File: src/sum_data_pkg.sv
// Data package for the vector summation unit with element and count widths
`default_nettype none

package sum_data_pkg;

  //////////////////////////////////////////////////////////////////////
  // Element data
  //////////////////////////////////////////////////////////////////////

  // Width of one element and of every running sum
  localparam int data_width = 32;

  // One element or one sum on the data path
  typedef logic [data_width-1:0] data_word_t;

  //////////////////////////////////////////////////////////////////////
  // Counts and loop indices
  //////////////////////////////////////////////////////////////////////

  // Width of vector and element counts
  localparam int count_width = 16;

  // SIZE_IN, LENGTH_IN and both loop indices
  typedef logic [count_width-1:0] count_t;

endpackage : sum_data_pkg

`default_nettype wire

File: src/sum_ctrl_pkg.sv
// Control package for the vector summation unit with the FSM state encoding
`default_nettype none

package sum_ctrl_pkg;

  //////////////////////////////////////////////////////////////////////
  // FSM encoding
  //////////////////////////////////////////////////////////////////////

  // Bits needed for the three control states
  localparam int state_width = 2;

  // Control FSM states
  // idle waits for START, vector_wait for the first element of a vector,
  // element_wait for every later element of the same vector
  typedef enum logic [state_width-1:0] {
    idle         = 2'd0,
    vector_wait  = 2'd1,
    element_wait = 2'd2
  } ctrl_state_t;

endpackage : sum_ctrl_pkg

`default_nettype wire

File: src/loop_index_counter.sv
// Loop index counter that loads a limit, steps with wrap-around and flags its last value
`timescale 1ns/1ns
`default_nettype none

module loop_index_counter (
  input  wire                  CLK,
  input  wire                  RST,
  input  wire                  load,
  input  sum_data_pkg::count_t limit,
  input  wire                  step,
  output sum_data_pkg::count_t index,
  output logic                 last
);

  import sum_data_pkg::*;

  //////////////////////////////////////////////////////////////////////
  // Signals
  //////////////////////////////////////////////////////////////////////

  // Limit captured at load time
  count_t limit_q;

  // Final index of the loop
  count_t last_value;

  //////////////////////////////////////////////////////////////////////
  // Limit register
  //////////////////////////////////////////////////////////////////////

  always_ff @(posedge CLK or posedge RST) begin
    if (RST) begin
      limit_q <= '0;
    end else if (load) begin
      limit_q <= limit;
    end
  end

  //////////////////////////////////////////////////////////////////////
  // Index register
  //////////////////////////////////////////////////////////////////////

  // Load has priority over step
  always_ff @(posedge CLK or posedge RST) begin
    if (RST) begin
      index <= '0;
    end else if (load) begin
      index <= '0;
    end else if (step) begin
      // Wrap back to zero after the last value
      if (last) begin
        index <= '0;
      end else begin
        index <= index + 1'b1;
      end
    end
  end

  // Last flag straight from the registers, no extra cycle
  assign last_value = limit_q - 1'b1;
  assign last       = (index == last_value);

  //////////////////////////////////////////////////////////////////////
  // Assertions
  //////////////////////////////////////////////////////////////////////

  // Once a nonzero limit is held the index stays below it
  a_index_below_limit : assert property (
    @(posedge CLK) disable iff (RST)
    (limit_q != '0) |-> (index < limit_q)
  );

endmodule : loop_index_counter

`default_nettype wire

File: src/scalar_accumulator.sv
// Scalar accumulator that restarts on a first element and adds every later one
`timescale 1ns/1ns
`default_nettype none

module scalar_accumulator (
  input  wire                      CLK,
  input  wire                      RST,
  input  wire                      first,
  input  wire                      add,
  input  sum_data_pkg::data_word_t data_in,
  output sum_data_pkg::data_word_t sum
);

  import sum_data_pkg::*;

  //////////////////////////////////////////////////////////////////////
  // Next sum
  //////////////////////////////////////////////////////////////////////

  // Value the sum register takes at the next edge
  data_word_t sum_next;

  always_comb begin
    sum_next = sum;
    if (first) begin
      // New vector so drop the old sum
      sum_next = data_in;
    end else if (add) begin
      // Plain unsigned add, carry out is lost
      sum_next = sum + data_in;
    end
  end

  //////////////////////////////////////////////////////////////////////
  // Sum register
  //////////////////////////////////////////////////////////////////////

  // DATA_OUT reads zero after reset
  always_ff @(posedge CLK or posedge RST) begin
    if (RST) begin
      sum <= '0;
    end else begin
      sum <= sum_next;
    end
  end

  //////////////////////////////////////////////////////////////////////
  // Assertions
  //////////////////////////////////////////////////////////////////////

  // The controller never restarts and adds on the same element
  a_first_add_exclusive : assert property (
    @(posedge CLK) disable iff (RST)
    !(first && add)
  );

endmodule : scalar_accumulator

`default_nettype wire

File: src/summation_ctrl.sv
// Summation controller FSM that accepts strobes, sequences both loops and issues result pulses
`timescale 1ns/1ns
`default_nettype none

module summation_ctrl (
  input  wire                  CLK,
  input  wire                  RST,
  input  wire                  start,
  input  sum_data_pkg::count_t size_in,
  input  sum_data_pkg::count_t length_in,
  input  wire                  vector_strobe,
  input  wire                  element_strobe,
  input  wire                  vector_last,
  input  wire                  element_last,
  output logic                 vector_load,
  output logic                 element_load,
  output logic                 vector_step,
  output logic                 element_step,
  output logic                 acc_first,
  output logic                 acc_add,
  output logic                 ready,
  output logic                 vector_done,
  output logic                 element_done
);

  import sum_ctrl_pkg::*;

  //////////////////////////////////////////////////////////////////////
  // Signals
  //////////////////////////////////////////////////////////////////////

  // FSM state
  ctrl_state_t state;
  ctrl_state_t state_next;

  // Both counts nonzero
  logic counts_valid;

  // Accepted strobes for this cycle
  logic start_accept;
  logic vector_accept;
  logic element_accept;
  logic any_accept;

  // End of a vector and end of the whole run
  logic vector_end;
  logic run_end;

  //////////////////////////////////////////////////////////////////////
  // Strobe acceptance
  //////////////////////////////////////////////////////////////////////

  // Zero vectors or zero elements means nothing to do
  assign counts_valid = (size_in != '0) && (length_in != '0);

  // Each strobe only counts in its own state
  assign start_accept   = (state == idle) && start && counts_valid;
  assign vector_accept  = (state == vector_wait) && vector_strobe;
  assign element_accept = (state == element_wait) && element_strobe;
  assign any_accept     = vector_accept || element_accept;

  // Loop ends seen on the element being accepted
  assign vector_end = any_accept && element_last;
  assign run_end    = vector_end && vector_last;

  //////////////////////////////////////////////////////////////////////
  // Counter and accumulator control
  //////////////////////////////////////////////////////////////////////

  // Both loops restart on an accepted START
  assign vector_load  = start_accept;
  assign element_load = start_accept;

  // Element index moves on every element and wraps per vector
  assign element_step = any_accept;
  assign vector_step  = vector_end;

  // First element restarts the sum, later ones add
  assign acc_first = vector_accept;
  assign acc_add   = element_accept;

  //////////////////////////////////////////////////////////////////////
  // Next state
  //////////////////////////////////////////////////////////////////////

  always_comb begin
    state_next = state;
    case (state)
      idle: begin
        if (start_accept) begin
          state_next = vector_wait;
        end
      end
      vector_wait: begin
        if (vector_accept) begin
          // Single element vectors skip element_wait
          if (run_end) begin
            state_next = idle;
          end else if (vector_end) begin
            state_next = vector_wait;
          end else begin
            state_next = element_wait;
          end
        end
      end
      element_wait: begin
        if (element_accept) begin
          if (run_end) begin
            state_next = idle;
          end else if (vector_end) begin
            state_next = vector_wait;
          end
        end
      end
      default: begin
        state_next = idle;
      end
    endcase
  end

  //////////////////////////////////////////////////////////////////////
  // State and output pulses
  //////////////////////////////////////////////////////////////////////

  // Pulses line up with the new sum from the accumulator
  always_ff @(posedge CLK or posedge RST) begin
    if (RST) begin
      state        <= idle;
      element_done <= 1'b0;
      vector_done  <= 1'b0;
      ready        <= 1'b0;
    end else begin
      state        <= state_next;
      element_done <= any_accept;
      vector_done  <= vector_end;
      ready        <= run_end;
    end
  end

  //////////////////////////////////////////////////////////////////////
  // Assertions
  //////////////////////////////////////////////////////////////////////

  // Final result closes a vector and an element and leaves the FSM idle
  a_ready_closes_vector : assert property (
    @(posedge CLK) disable iff (RST)
    ready |-> (vector_done && element_done && state == idle)
  );

  // At most one element per cycle reaches the accumulator
  a_single_accept : assert property (
    @(posedge CLK) disable iff (RST)
    !(vector_accept && element_accept)
  );

endmodule : summation_ctrl

`default_nettype wire

File: src/vector_summation.sv
// Vector summation unit top level joining the controller, both loop counters and the accumulator
`timescale 1ns/1ns
`default_nettype none

module vector_summation (
  // Global
  input  wire                      CLK,
  input  wire                      RST,

  // Control
  input  wire                      START,
  output wire                      READY,
  input  wire                      DATA_IN_VECTOR_ENABLE,
  input  wire                      DATA_IN_SCALAR_ENABLE,
  output wire                      DATA_OUT_VECTOR_ENABLE,
  output wire                      DATA_OUT_SCALAR_ENABLE,

  // Data
  input  sum_data_pkg::count_t     SIZE_IN,
  input  sum_data_pkg::count_t     LENGTH_IN,
  input  sum_data_pkg::data_word_t DATA_IN,
  output sum_data_pkg::data_word_t DATA_OUT
);

  //////////////////////////////////////////////////////////////////////
  // Internal wiring
  //////////////////////////////////////////////////////////////////////

  // Vector loop
  wire vector_load;
  wire vector_step;
  wire vector_last;

  // Element loop
  wire element_load;
  wire element_step;
  wire element_last;

  // Accumulator control
  wire acc_first;
  wire acc_add;

  //////////////////////////////////////////////////////////////////////
  // Controller
  //////////////////////////////////////////////////////////////////////

  summation_ctrl i_summation_ctrl (
    .CLK            (CLK),
    .RST            (RST),
    .start          (START),
    .size_in        (SIZE_IN),
    .length_in      (LENGTH_IN),
    .vector_strobe  (DATA_IN_VECTOR_ENABLE),
    .element_strobe (DATA_IN_SCALAR_ENABLE),
    .vector_last    (vector_last),
    .element_last   (element_last),
    .vector_load    (vector_load),
    .element_load   (element_load),
    .vector_step    (vector_step),
    .element_step   (element_step),
    .acc_first      (acc_first),
    .acc_add        (acc_add),
    .ready          (READY),
    .vector_done    (DATA_OUT_VECTOR_ENABLE),
    .element_done   (DATA_OUT_SCALAR_ENABLE)
  );

  //////////////////////////////////////////////////////////////////////
  // Loop counters
  //////////////////////////////////////////////////////////////////////

  // Counts vectors up to SIZE_IN
  loop_index_counter vector_index (
    .CLK   (CLK),
    .RST   (RST),
    .load  (vector_load),
    .limit (SIZE_IN),
    .step  (vector_step),
    .index (),
    .last  (vector_last)
  );

  // Counts elements up to LENGTH_IN, wraps once per vector
  loop_index_counter element_index (
    .CLK   (CLK),
    .RST   (RST),
    .load  (element_load),
    .limit (LENGTH_IN),
    .step  (element_step),
    .index (),
    .last  (element_last)
  );

  //////////////////////////////////////////////////////////////////////
  // Accumulator
  //////////////////////////////////////////////////////////////////////

  // Running sum goes straight out as DATA_OUT
  scalar_accumulator i_scalar_accumulator (
    .CLK     (CLK),
    .RST     (RST),
    .first   (acc_first),
    .add     (acc_add),
    .data_in (DATA_IN),
    .sum     (DATA_OUT)
  );

endmodule : vector_summation

`default_nettype wire

File: config.mk
export PLATFORM = sky130hd
export DESIGN_NAME = vector_summation
export DESIGN_NICKNAME = d
export VERILOG_FILES = /design/src/sum_data_pkg.sv /design/src/sum_ctrl_pkg.sv /design/src/loop_index_counter.sv /design/src/scalar_accumulator.sv /design/src/summation_ctrl.sv /design/src/vector_summation.sv
export SDC_FILE = /design/constraint.sdc
export NUM_CORES = 1
export LEC_CHECK = 0
export ABC_CLOCK_PERIOD_IN_PS = 4500
export BUFFER_PORTS_ARGS = -buffer_cell sky130_fd_sc_hd__clkbuf_2
export CAP_MARGIN = 10
export CORE_MARGIN = 2
export CORE_UTILIZATION = 45
export CTS_CLUSTER_SIZE = 30
export DETAILED_ROUTE_END_ITERATION = 16
export GPL_ROUTABILITY_DRIVEN = 0
export HOLD_SLACK_MARGIN = 0.02
export PLACE_DENSITY = 0.65
export SYNTH_ARGS = -nofsm -noshare
export SYNTH_HDL_FRONTEND = slang
export SYNTH_SLANG_ARGS = --single-unit
File: constraint.sdc
create_clock -name CLK -period 4.5 [get_ports CLK]
set_clock_uncertainty 0.1 [all_clocks]
set_input_delay 0.225 -clock CLK [delete_from_list [all_inputs] [get_ports CLK]]
set_output_delay 0.225 -clock CLK [all_outputs]
set_load 0.005 [all_outputs]
-- After elaboration in Yosys (flattened, before gate mapping)
Cells that the tools add are included.
- input port bits: 69
- word-level logic and storage cells: 53
- register bits after elaboration: 101
- output and inout port bits: 35
- muxes and demuxes: 16
- add/sub/neg operators: 5
- reductions and logical operators: 15
- eq/ne operators: 8
- operator list (cell ; count):
    16-bit two-way mux ; 6
    32-bit two-way mux ; 2
    16-bit by 1-bit adder with 16-bit output (second input constant) ; 2
    32-bit adder ; 1
    16-bit equality test ; 2
    16-bit nonzero test ; 2
    16-bit by 1-bit subtractor with 16-bit output (second input constant) ; 2
    2-bit two-way mux ; 7
    1-bit logical AND ; 7
    2-bit by 1-bit != test with 1-bit output (second input constant) ; 3
    2-bit case mux with 3 select lines ; 1
    2-bit nonzero test ; 3
    4-bit AND reduction ; 1
    3-bit by 1-bit != test with 1-bit output (second input constant) ; 1
    2-bit by 1-bit equality test with 1-bit output (second input constant) ; 1
    2-bit equality test (second input constant) ; 1
    2-bit logical NOT ; 1
    1-bit logical OR ; 1

-- Depth between registers and ports, before layout
Gate-level depths: netlist of the first run.
- word-level depth: 8
- depth in mapped cells: 12
- depth with buffers taken out: 12

-- Hierarchy
Synthesis of the first run repeated with hierarchy kept, for this count alone.
- cell total of the unflattened synthesis: 871
- area total of the unflattened synthesis: 7785.0 um2
- by module, submodules not included (module ; area an instance (um2) ; instances ; cells an instance ; sequential area each (um2)):
    loop_index_counter ; 2207.1 ; 2 ; 234 ; 800.8
    scalar_accumulator ; 3067.9 ; 1 ; 368 ; 800.8
    summation_ctrl ; 302.8 ; 1 ; 35 ; 125.1

-- Least setup slack after synthesis of the first run
OpenSTA, ideal clock, no wires.
- path type: register -> register
- start point: reg element_index.limit_q[0]
- end point: reg vector_index.index[12]
- arrival: 3.074 ns
- path slack: 1.248 ns
- data required time: 4.322 ns
- setup time: 0.078 ns
- period minus slack after synthesis: 3.252 ns
- path buffers: 1
- cell stages (with the launch flop): 12
- cell sequence: dfrtp_1 inv_1 ha_1 or4b_2 or4_1 o2111ai_1 nand3_2 or3_4 nor2_4 buf_6 nand3b_1 a21oi_1
- word-level cells in the longest chain between the ends: 4
- RTL lines (what ; RTL line ; text):
    start: declaration ; loop_index_counter.sv:22 ; count_t limit_q;
    start signal: assignment ; loop_index_counter.sv:35 ; limit_q <= limit;
    16-bit by 1-bit subtractor with 16-bit output ; loop_index_counter.sv:60 ; assign last_value = limit_q - 1'b1;
    16-bit equality test ; loop_index_counter.sv:61 ; assign last = (index == last_value);
    1-bit logical AND ; summation_ctrl.sv:63 ; assign vector_end = any_accept && element_last;
    2-bit nonzero test (no line) ; -- ;
    end signal: assignment ; loop_index_counter.sv:54 ; index <= index + 1'b1;
    end: declaration ; loop_index_counter.sv:11 ; output sum_data_pkg::count_t index,
No other way between the ends.
A chain may end at the register's enable or synchronous reset.

-- Worst setup path in the final report of the first run
- start point: reg element_index.limit_q[0]
- end point: reg vector_index.index[15]
Same word-level chain as after synthesis.

==> impl_metrics.tcl, run 1 <==
set metrics [dict create \
    outcome "finished, final reports clean" \
    syn_to_final_growth_pct 17.0 \
    ys_seq_area_share_pct 35.9 \
    setup_viol_count_final 0 \
    r2r_end "vector_index.index[15]" \
    grt_pass1_vias 6033 \
    setup_tns_ns 0 \
    portBuffers 103 \
    postSynthAreaPerCell_um2 8.87 \
    grt_setup_unrepaired "false" \
    wl_um 17900 \
    maxSlewHeadroom_pct 31.5 \
    numCtsBuffers 9 \
    rows 45 \
    path_max_fanout 17 \
    total_leakage_power_nw 3.58 \
    cts_setup_buffers 0 \
    critPathMaxStageDelay_ns 0.66 \
    crit_arrival_ns 3.85 \
    initial_core_util_pct 46.2 \
    hp-class "in2reg" \
    via_per_inst 5.64 \
    ir_drop_mv 0.272 \
    clock_latency_ns 0.36 \
    drt-wirelength-per-cell_um 15.9 \
    crit_path_end_kind "flop" \
    yosys-top-cells-area "dfrtp_1 36%, xnor2_1 6.5%, ha_1 6.2%" \
    core-area_um2 15300 \
    cp_data_required_time_ns 4.67 \
    rr_worst_depth 10 \
    slowest_stage "or4b_2" \
    final_hold_viol_count 0 \
    fp.dieH_um 129 \
    synth_flop_cell "dfrtp_1" \
    cts_num_sinks 101 \
    synth.top_cell.area_share_pct 35.9 \
    nets 1012 \
    grt_pass1_wl_um 29600 \
    drt_first_iter_violations 346 \
    crit_type "reg2reg" \
    power_mw 4.95 \
    hold_buffers 21 \
    dieArea_um2 16700 \
    synth_seq_cells 101 \
    whs_path_depth 2 \
    tightest_slew_ns 1.02 \
    antenna_cells 0 \
    detail_route.first_pass.iterations 5 \
    p_per_area_nw_per_um2 601 \
    cts.repair.resized 0 \
    crit_path_cell_trace "inv_1 > ha_1 > or4b_2 > or4_1 > o2111ai_1 > nand3_2 > or3_4 > nor2_4 > nand3b_1 > a21oi_1" \
    overflow 0 \
    num_io_pins 104 \
    rr_startpoint "element_index.limit_q[0]" \
    cts_tree "built" \
    synthCells 794 \
    vias 6339 \
    fin_crit_ns 3.68 \
    hpwl_um 12900 \
    drcViolationCount 0 \
    grt_max_degree 71 \
    ctsRootBufferMaster "clkbuf_16" \
    ant_nets 0 \
    drive_gt1_share_pct 18.9 \
    die_width_um 129 \
    yosysWarningCount 0 \
    antenna_found_initial 0 \
    fin_crit_sh_pct 81.7 \
    grt.total_usage_pct 22.0 \
    clk_path_buf_depth 2 \
    synth_area_um2 7040 \
    synth_top_cell_by_area "dfrtp_1" \
    clk_pin_slew_ns 0.07 \
    start_kind "flop" \
    slew_viol_final 0 \
    cap_violations 0 \
    htreeDepth 3 \
    min_from "SIZE_IN[5]" \
    hold_end "vector_index.limit_q[5]" \
    synth-edff-count 0 \
    synthArstFlopShare_pct 100 \
    max_freq_mhz 272 \
    yosys.cell_types.count 70 \
    r2r_slack_ns 0.82 \
    synth_nets 899 \
]
-- cell families after synthesis --
group | synth area share [%]
fa+ha+maj | 6.50
xor+xnor | 8.46
flops | 35.9
buf+inv | 2.97
mux | 6.16
compound gates | 19.4
simple gates | 20.6
-- state kept, by name (all words and copies together) (netlist names) --
| name | cells |
|---|---|
| vector_index.index | 16 |
| element_index.limit_q | 16 |
| element_index.index | 16 |
| vector_index.limit_q | 16 |
| i_summation_ctrl.element_done | 1 |
| i_summation_ctrl.ready | 1 |
| i_summation_ctrl.vector_done | 1 |
| i_scalar_accumulator.sum | 32 |
| i_summation_ctrl.state | 2 |
-- cell usage in the layout, fill, tap and decap left out, types with 6 or more instances in the layout --
master and count:
nand2_1 59, a31oi_1 20, nand3_1 31, clkbuf_2 103, xor2_1 16, a211oi_1 7, mux2_2 35, o21ai_0 46
buf_4 7, nor2_1 62, a21o_1 9, nor2b_1 9, and3_1 20, xnor2_1 52, or3_1 10, nor4_1 12
nand4_1 8, dfrtp_1 101, o21bai_1 6, or4_1 10, a22o_1 8, clkbuf_16 9, dlygate4sd3_1 21, a21oi_1 70
inv_1 20, nor3_1 29, ha_1 35
-- synthesized netlist by cell type, types with 3 or more instances --
cell,count
o21bai_1,6
nand3b_1,5
clkbuf_1,23
xor2_1,16
o211ai_1,5
o21ai_1,4
nor4b_1,3
nand4_1,8
a21o_1,9
nor3_1,29
mux2_2,35
nand3_1,31
inv_1,21
a221oi_1,4
xnor2_1,52
a22o_1,8
nor4_1,12
nor2_1,62
or3_1,10
o31ai_1,4
a211oi_1,7
nor2b_1,9
ha_1,35
o22ai_1,5
or4_1,10
a21oi_1,70
o21ai_0,46
nand2_1,59
a31oi_1,20
and2_1,5
a22oi_1,5
and3_1,20
dfrtp_1,101
mux2i_1,4
-- power by group --
part / leakage [nW] / switching (mW) / internal (mW)
Combinational: 2.18 / 1.38 / 1.20
Clock: 0.132 / 0.357 / 0.406
Sequential: 1.27 / 0.392 / 1.23
Total: 3.58 / 2.13 / 2.83
-- worst max-delay path, delay by kind of cell, from the launching register on --
kind,cells,cell delay [ns]
buffers and inverters,1,0.08
AND/OR/NAND/NOR,6,2.26
adder cells (fa/ha/maj),1,0.27
AO/OA/AOI/OAI,2,0.42
flip-flops,1,0.44
-- worst max-delay path by stage --
stage                              startpoint                endpoint  slack, ns
floorplan            element_index.limit_q[0]  vector_index.index[12]       1.25
global placement     element_index.limit_q[0]   vector_index.index[4]       0.92
detailed placement   element_index.limit_q[0]   vector_index.index[4]       0.82
CTS                  element_index.limit_q[0]   vector_index.index[4]       0.80
global route        i_summation_ctrl.state[1]   vector_index.index[9]       0.50
finish               element_index.limit_q[0]  vector_index.index[15]       0.82
-- layout make-up --
class | count | area [µm²]
clock buffer | 13 | 260
clock inverter | 3 | 20.0
fill | 1471 | 7020
inverter | 22 | 85.1
multi-input combinational | 642 | 4310
sequential | 101 | 2530
tap | 211 | 264
timing repair buffer | 131 | 778
-- metrics by stage --
step / instances / worst slack, ns / hold WS, ns / area, µm² / util [%]
after floorplan: 794 / 1.25 / 0.242 / 7040 / -
after global placement: 1086 / 0.919 / 0.360 / 7750 / 50.8
after detailed placement: 1086 / 0.822 / 0.359 / 7750 / 50.8
after CTS: 1123 / 0.802 / 0.0213 / 8240 / 54.0
after global routing: 1123 / 0.502 / 0.0214 / 8240 / 54.0
final: 1123 / 0.824 / 0.0285 / 8240 / 54.0
-- per-layer routing --
layer	global-route usage [%]	part of all wire, %	vias to the layer above
met3	4.54	4.4	6
met4	4.28	0.56	0
li1	-	-	3185
met5	0	0	-
met1	30.4	48	3013
met2	35.9	47	135
Power figures use the tool's default switching activity.
==> inputs of run 2 (changes only) <==
- ABC_CLOCK_PERIOD_IN_PS: 4500 -> 3500
- clock period: 4.5 -> 3.5 ns (I/O delays scaled with it)
==> impl_metrics.tcl, run 2 (synthesized netlist as in run 1, its figures left out) <==
set metrics [dict create \
    outcome "finished, final reports clean" \
    dieArea_um2 16700 \
    critPathMaxStageDelay_ns 0.65 \
    cts_num_sinks 101 \
    design_area_um2 8810 \
    regMostFlops "i_scalar_accumulator.sum" \
    drive_gt1_share_pct 20.3 \
    cts_tree "built" \
    vias 6603 \
    htreeDepth 3 \
    clkPwrFrac_pct 15.6 \
    crit_start "element_index.limit_q[1]" \
    core-area_um2 15300 \
    power_mw 6.55 \
    clk_pin_slew_ns 0.08 \
    crit_type "reg2reg" \
    nets 1069 \
    drt_first_iter_violations 372 \
    cap_violations 0 \
    dpl_cell_area_um2 7890 \
    final_hold_viol_count 0 \
    fp.dieH_um 129 \
    overflow 0 \
    layout_common_cells "103 x clkbuf_2, 101 x dfrtp_1, 69 x a21oi_1" \
    antenna_cells 0 \
    drt-wirelength-per-cell_um 15.9 \
    combPwrFrac_pct 52.8 \
    slew_viol_final 0 \
    wl_um 18700 \
    rows 45 \
    setup_viol_count_final 0 \
    pre_cts_ws_ns 0.112 \
    numCtsBuffers 9 \
    grt_pass1_wl_um 30200 \
    ir_drop_mv 0.378 \
    dp.cells 1104 \
    hp-class "in2reg" \
    num_io_pins 104 \
    ctsRootBufferMaster "clkbuf_16" \
    die_width_um 129 \
    p_sw_mw 2.80 \
    largest_register_ff_count 32 \
    final_util_pct 57.7 \
    max_freq_mhz 306 \
    intPower_mw 3.76 \
    crit_path_end_kind "flop" \
    final_common_cell "clkbuf_2" \
    maxSlewHeadroom_pct 45.9 \
    whs_ns 0.0246 \
    drcViolationCount 0 \
    via_per_inst 5.60 \
    start_kind "flop" \
    clock_latency_ns 0.37 \
    p_seq_share_pct 31.5 \
    p_per_area_nw_per_um2 744 \
    grt_pass1_vias 6275 \
    ant_nets 0 \
    grt.total_usage_pct 22.6 \
    cp_data_required_time_ns 3.70 \
    total_leakage_power_nw 3.85 \
    fin_crit_sh_pct 93.5 \
    initial_core_util_pct 46.2 \
    antenna_found_initial 0 \
    setup_tns_ns 0 \
    sw_frac_of_total_pct 42.7 \
    rr_startpoint "element_index.limit_q[1]" \
    fin_crit_ns 3.27 \
    grt_max_degree 63 \
    fin_cells 1180 \
    hpwl_um 12900 \
    setup_ws_ns 0.227 \
    min_from "DATA_IN[29]" \
    crit_buf_inv 2 \
    slowest_stage "or4b_2" \
    crit_arrival_ns 3.47 \
    tightest_slew_ns 0.811 \
    portBuffers 103 \
    crit_path_cell_trace "inv_1 > ha_1 > or4b_2 > or4_4 > o2111ai_2 > nand3_2 > or3_4 > buf_4 > nor3_1 > o21ai_0 > o21ai_1" \
    syn_to_final_growth_pct 25.1 \
    path_max_fanout 12 \
    cp_top_family "simple AND/OR/NAND/NOR gates" \
    detail_route.first_pass.iterations 5 \
    clk_path_buf_depth 2 \
    grt_setup_unrepaired "false" \
]
==> run 2: routing by layer <==
metal	track usage, %	wire [µm]
met1	29.7	8750
met2	37.6	9000
met3	4.54	659
met4	7.03	319
met5	0	0
==> run 2: area by class of cell <==
type / instances / area, µm²
clock inverter: 5 / 42.5
timing repair buffer: 188 / 1310
fill: 1362 / 6450
multi-input combinational: 642 / 4320
sequential: 101 / 2530
inverter: 22 / 85.1
clock buffer: 11 / 253
tap: 211 / 264
==> run 2: timing repair <==
item                                    CTS  global route
hold buffers                             59             0
hold endpoints to repair                118             0
buffers inserted                          0             1
gates resized for setup                   0             5
endpoints found under the setup margin    0            19
==> run 2: worst paths after layout <==
| check | end | slack, ns | depth (start not counted) |
|---|---|---|---|
| max reg2reg | vector_index.index[9] | 0.23 | 11 |
| max in group asynchronous | i_scalar_accumulator.sum[27] | 2.12 | 4 |
| min | i_scalar_accumulator.sum[29] | 0.02 | 3 |
| max | vector_index.index[9] | 0.23 | 11 |
| min in group asynchronous | i_scalar_accumulator.sum[8] | 0.38 | 3 |
| min reg2reg | vector_index.index[10] | 0.44 | 1 |
==> run 2: worst register-to-register path: cells and delay by family (launching register included) <==
family	cells	cell delay (ns)
flip-flops	1	0.42
buffers and inverters	2	0.26
AO/OA/AOI/OAI	3	0.40
AND/OR/NAND/NOR	5	1.89
adder cells (fa/ha/maj)	1	0.15
==> run 2: power groups by stage <==
stage	combinational [mW]	clock [mW]	sequential, mW
finish	3.46	1.02	2.07
global route	3.89	1.09	2.13
CTS	3.45	1.05	2.06
global placement	3.35	0	2.07
floorplan	2.56	0	1.95
detailed placement	3.37	0	2.07
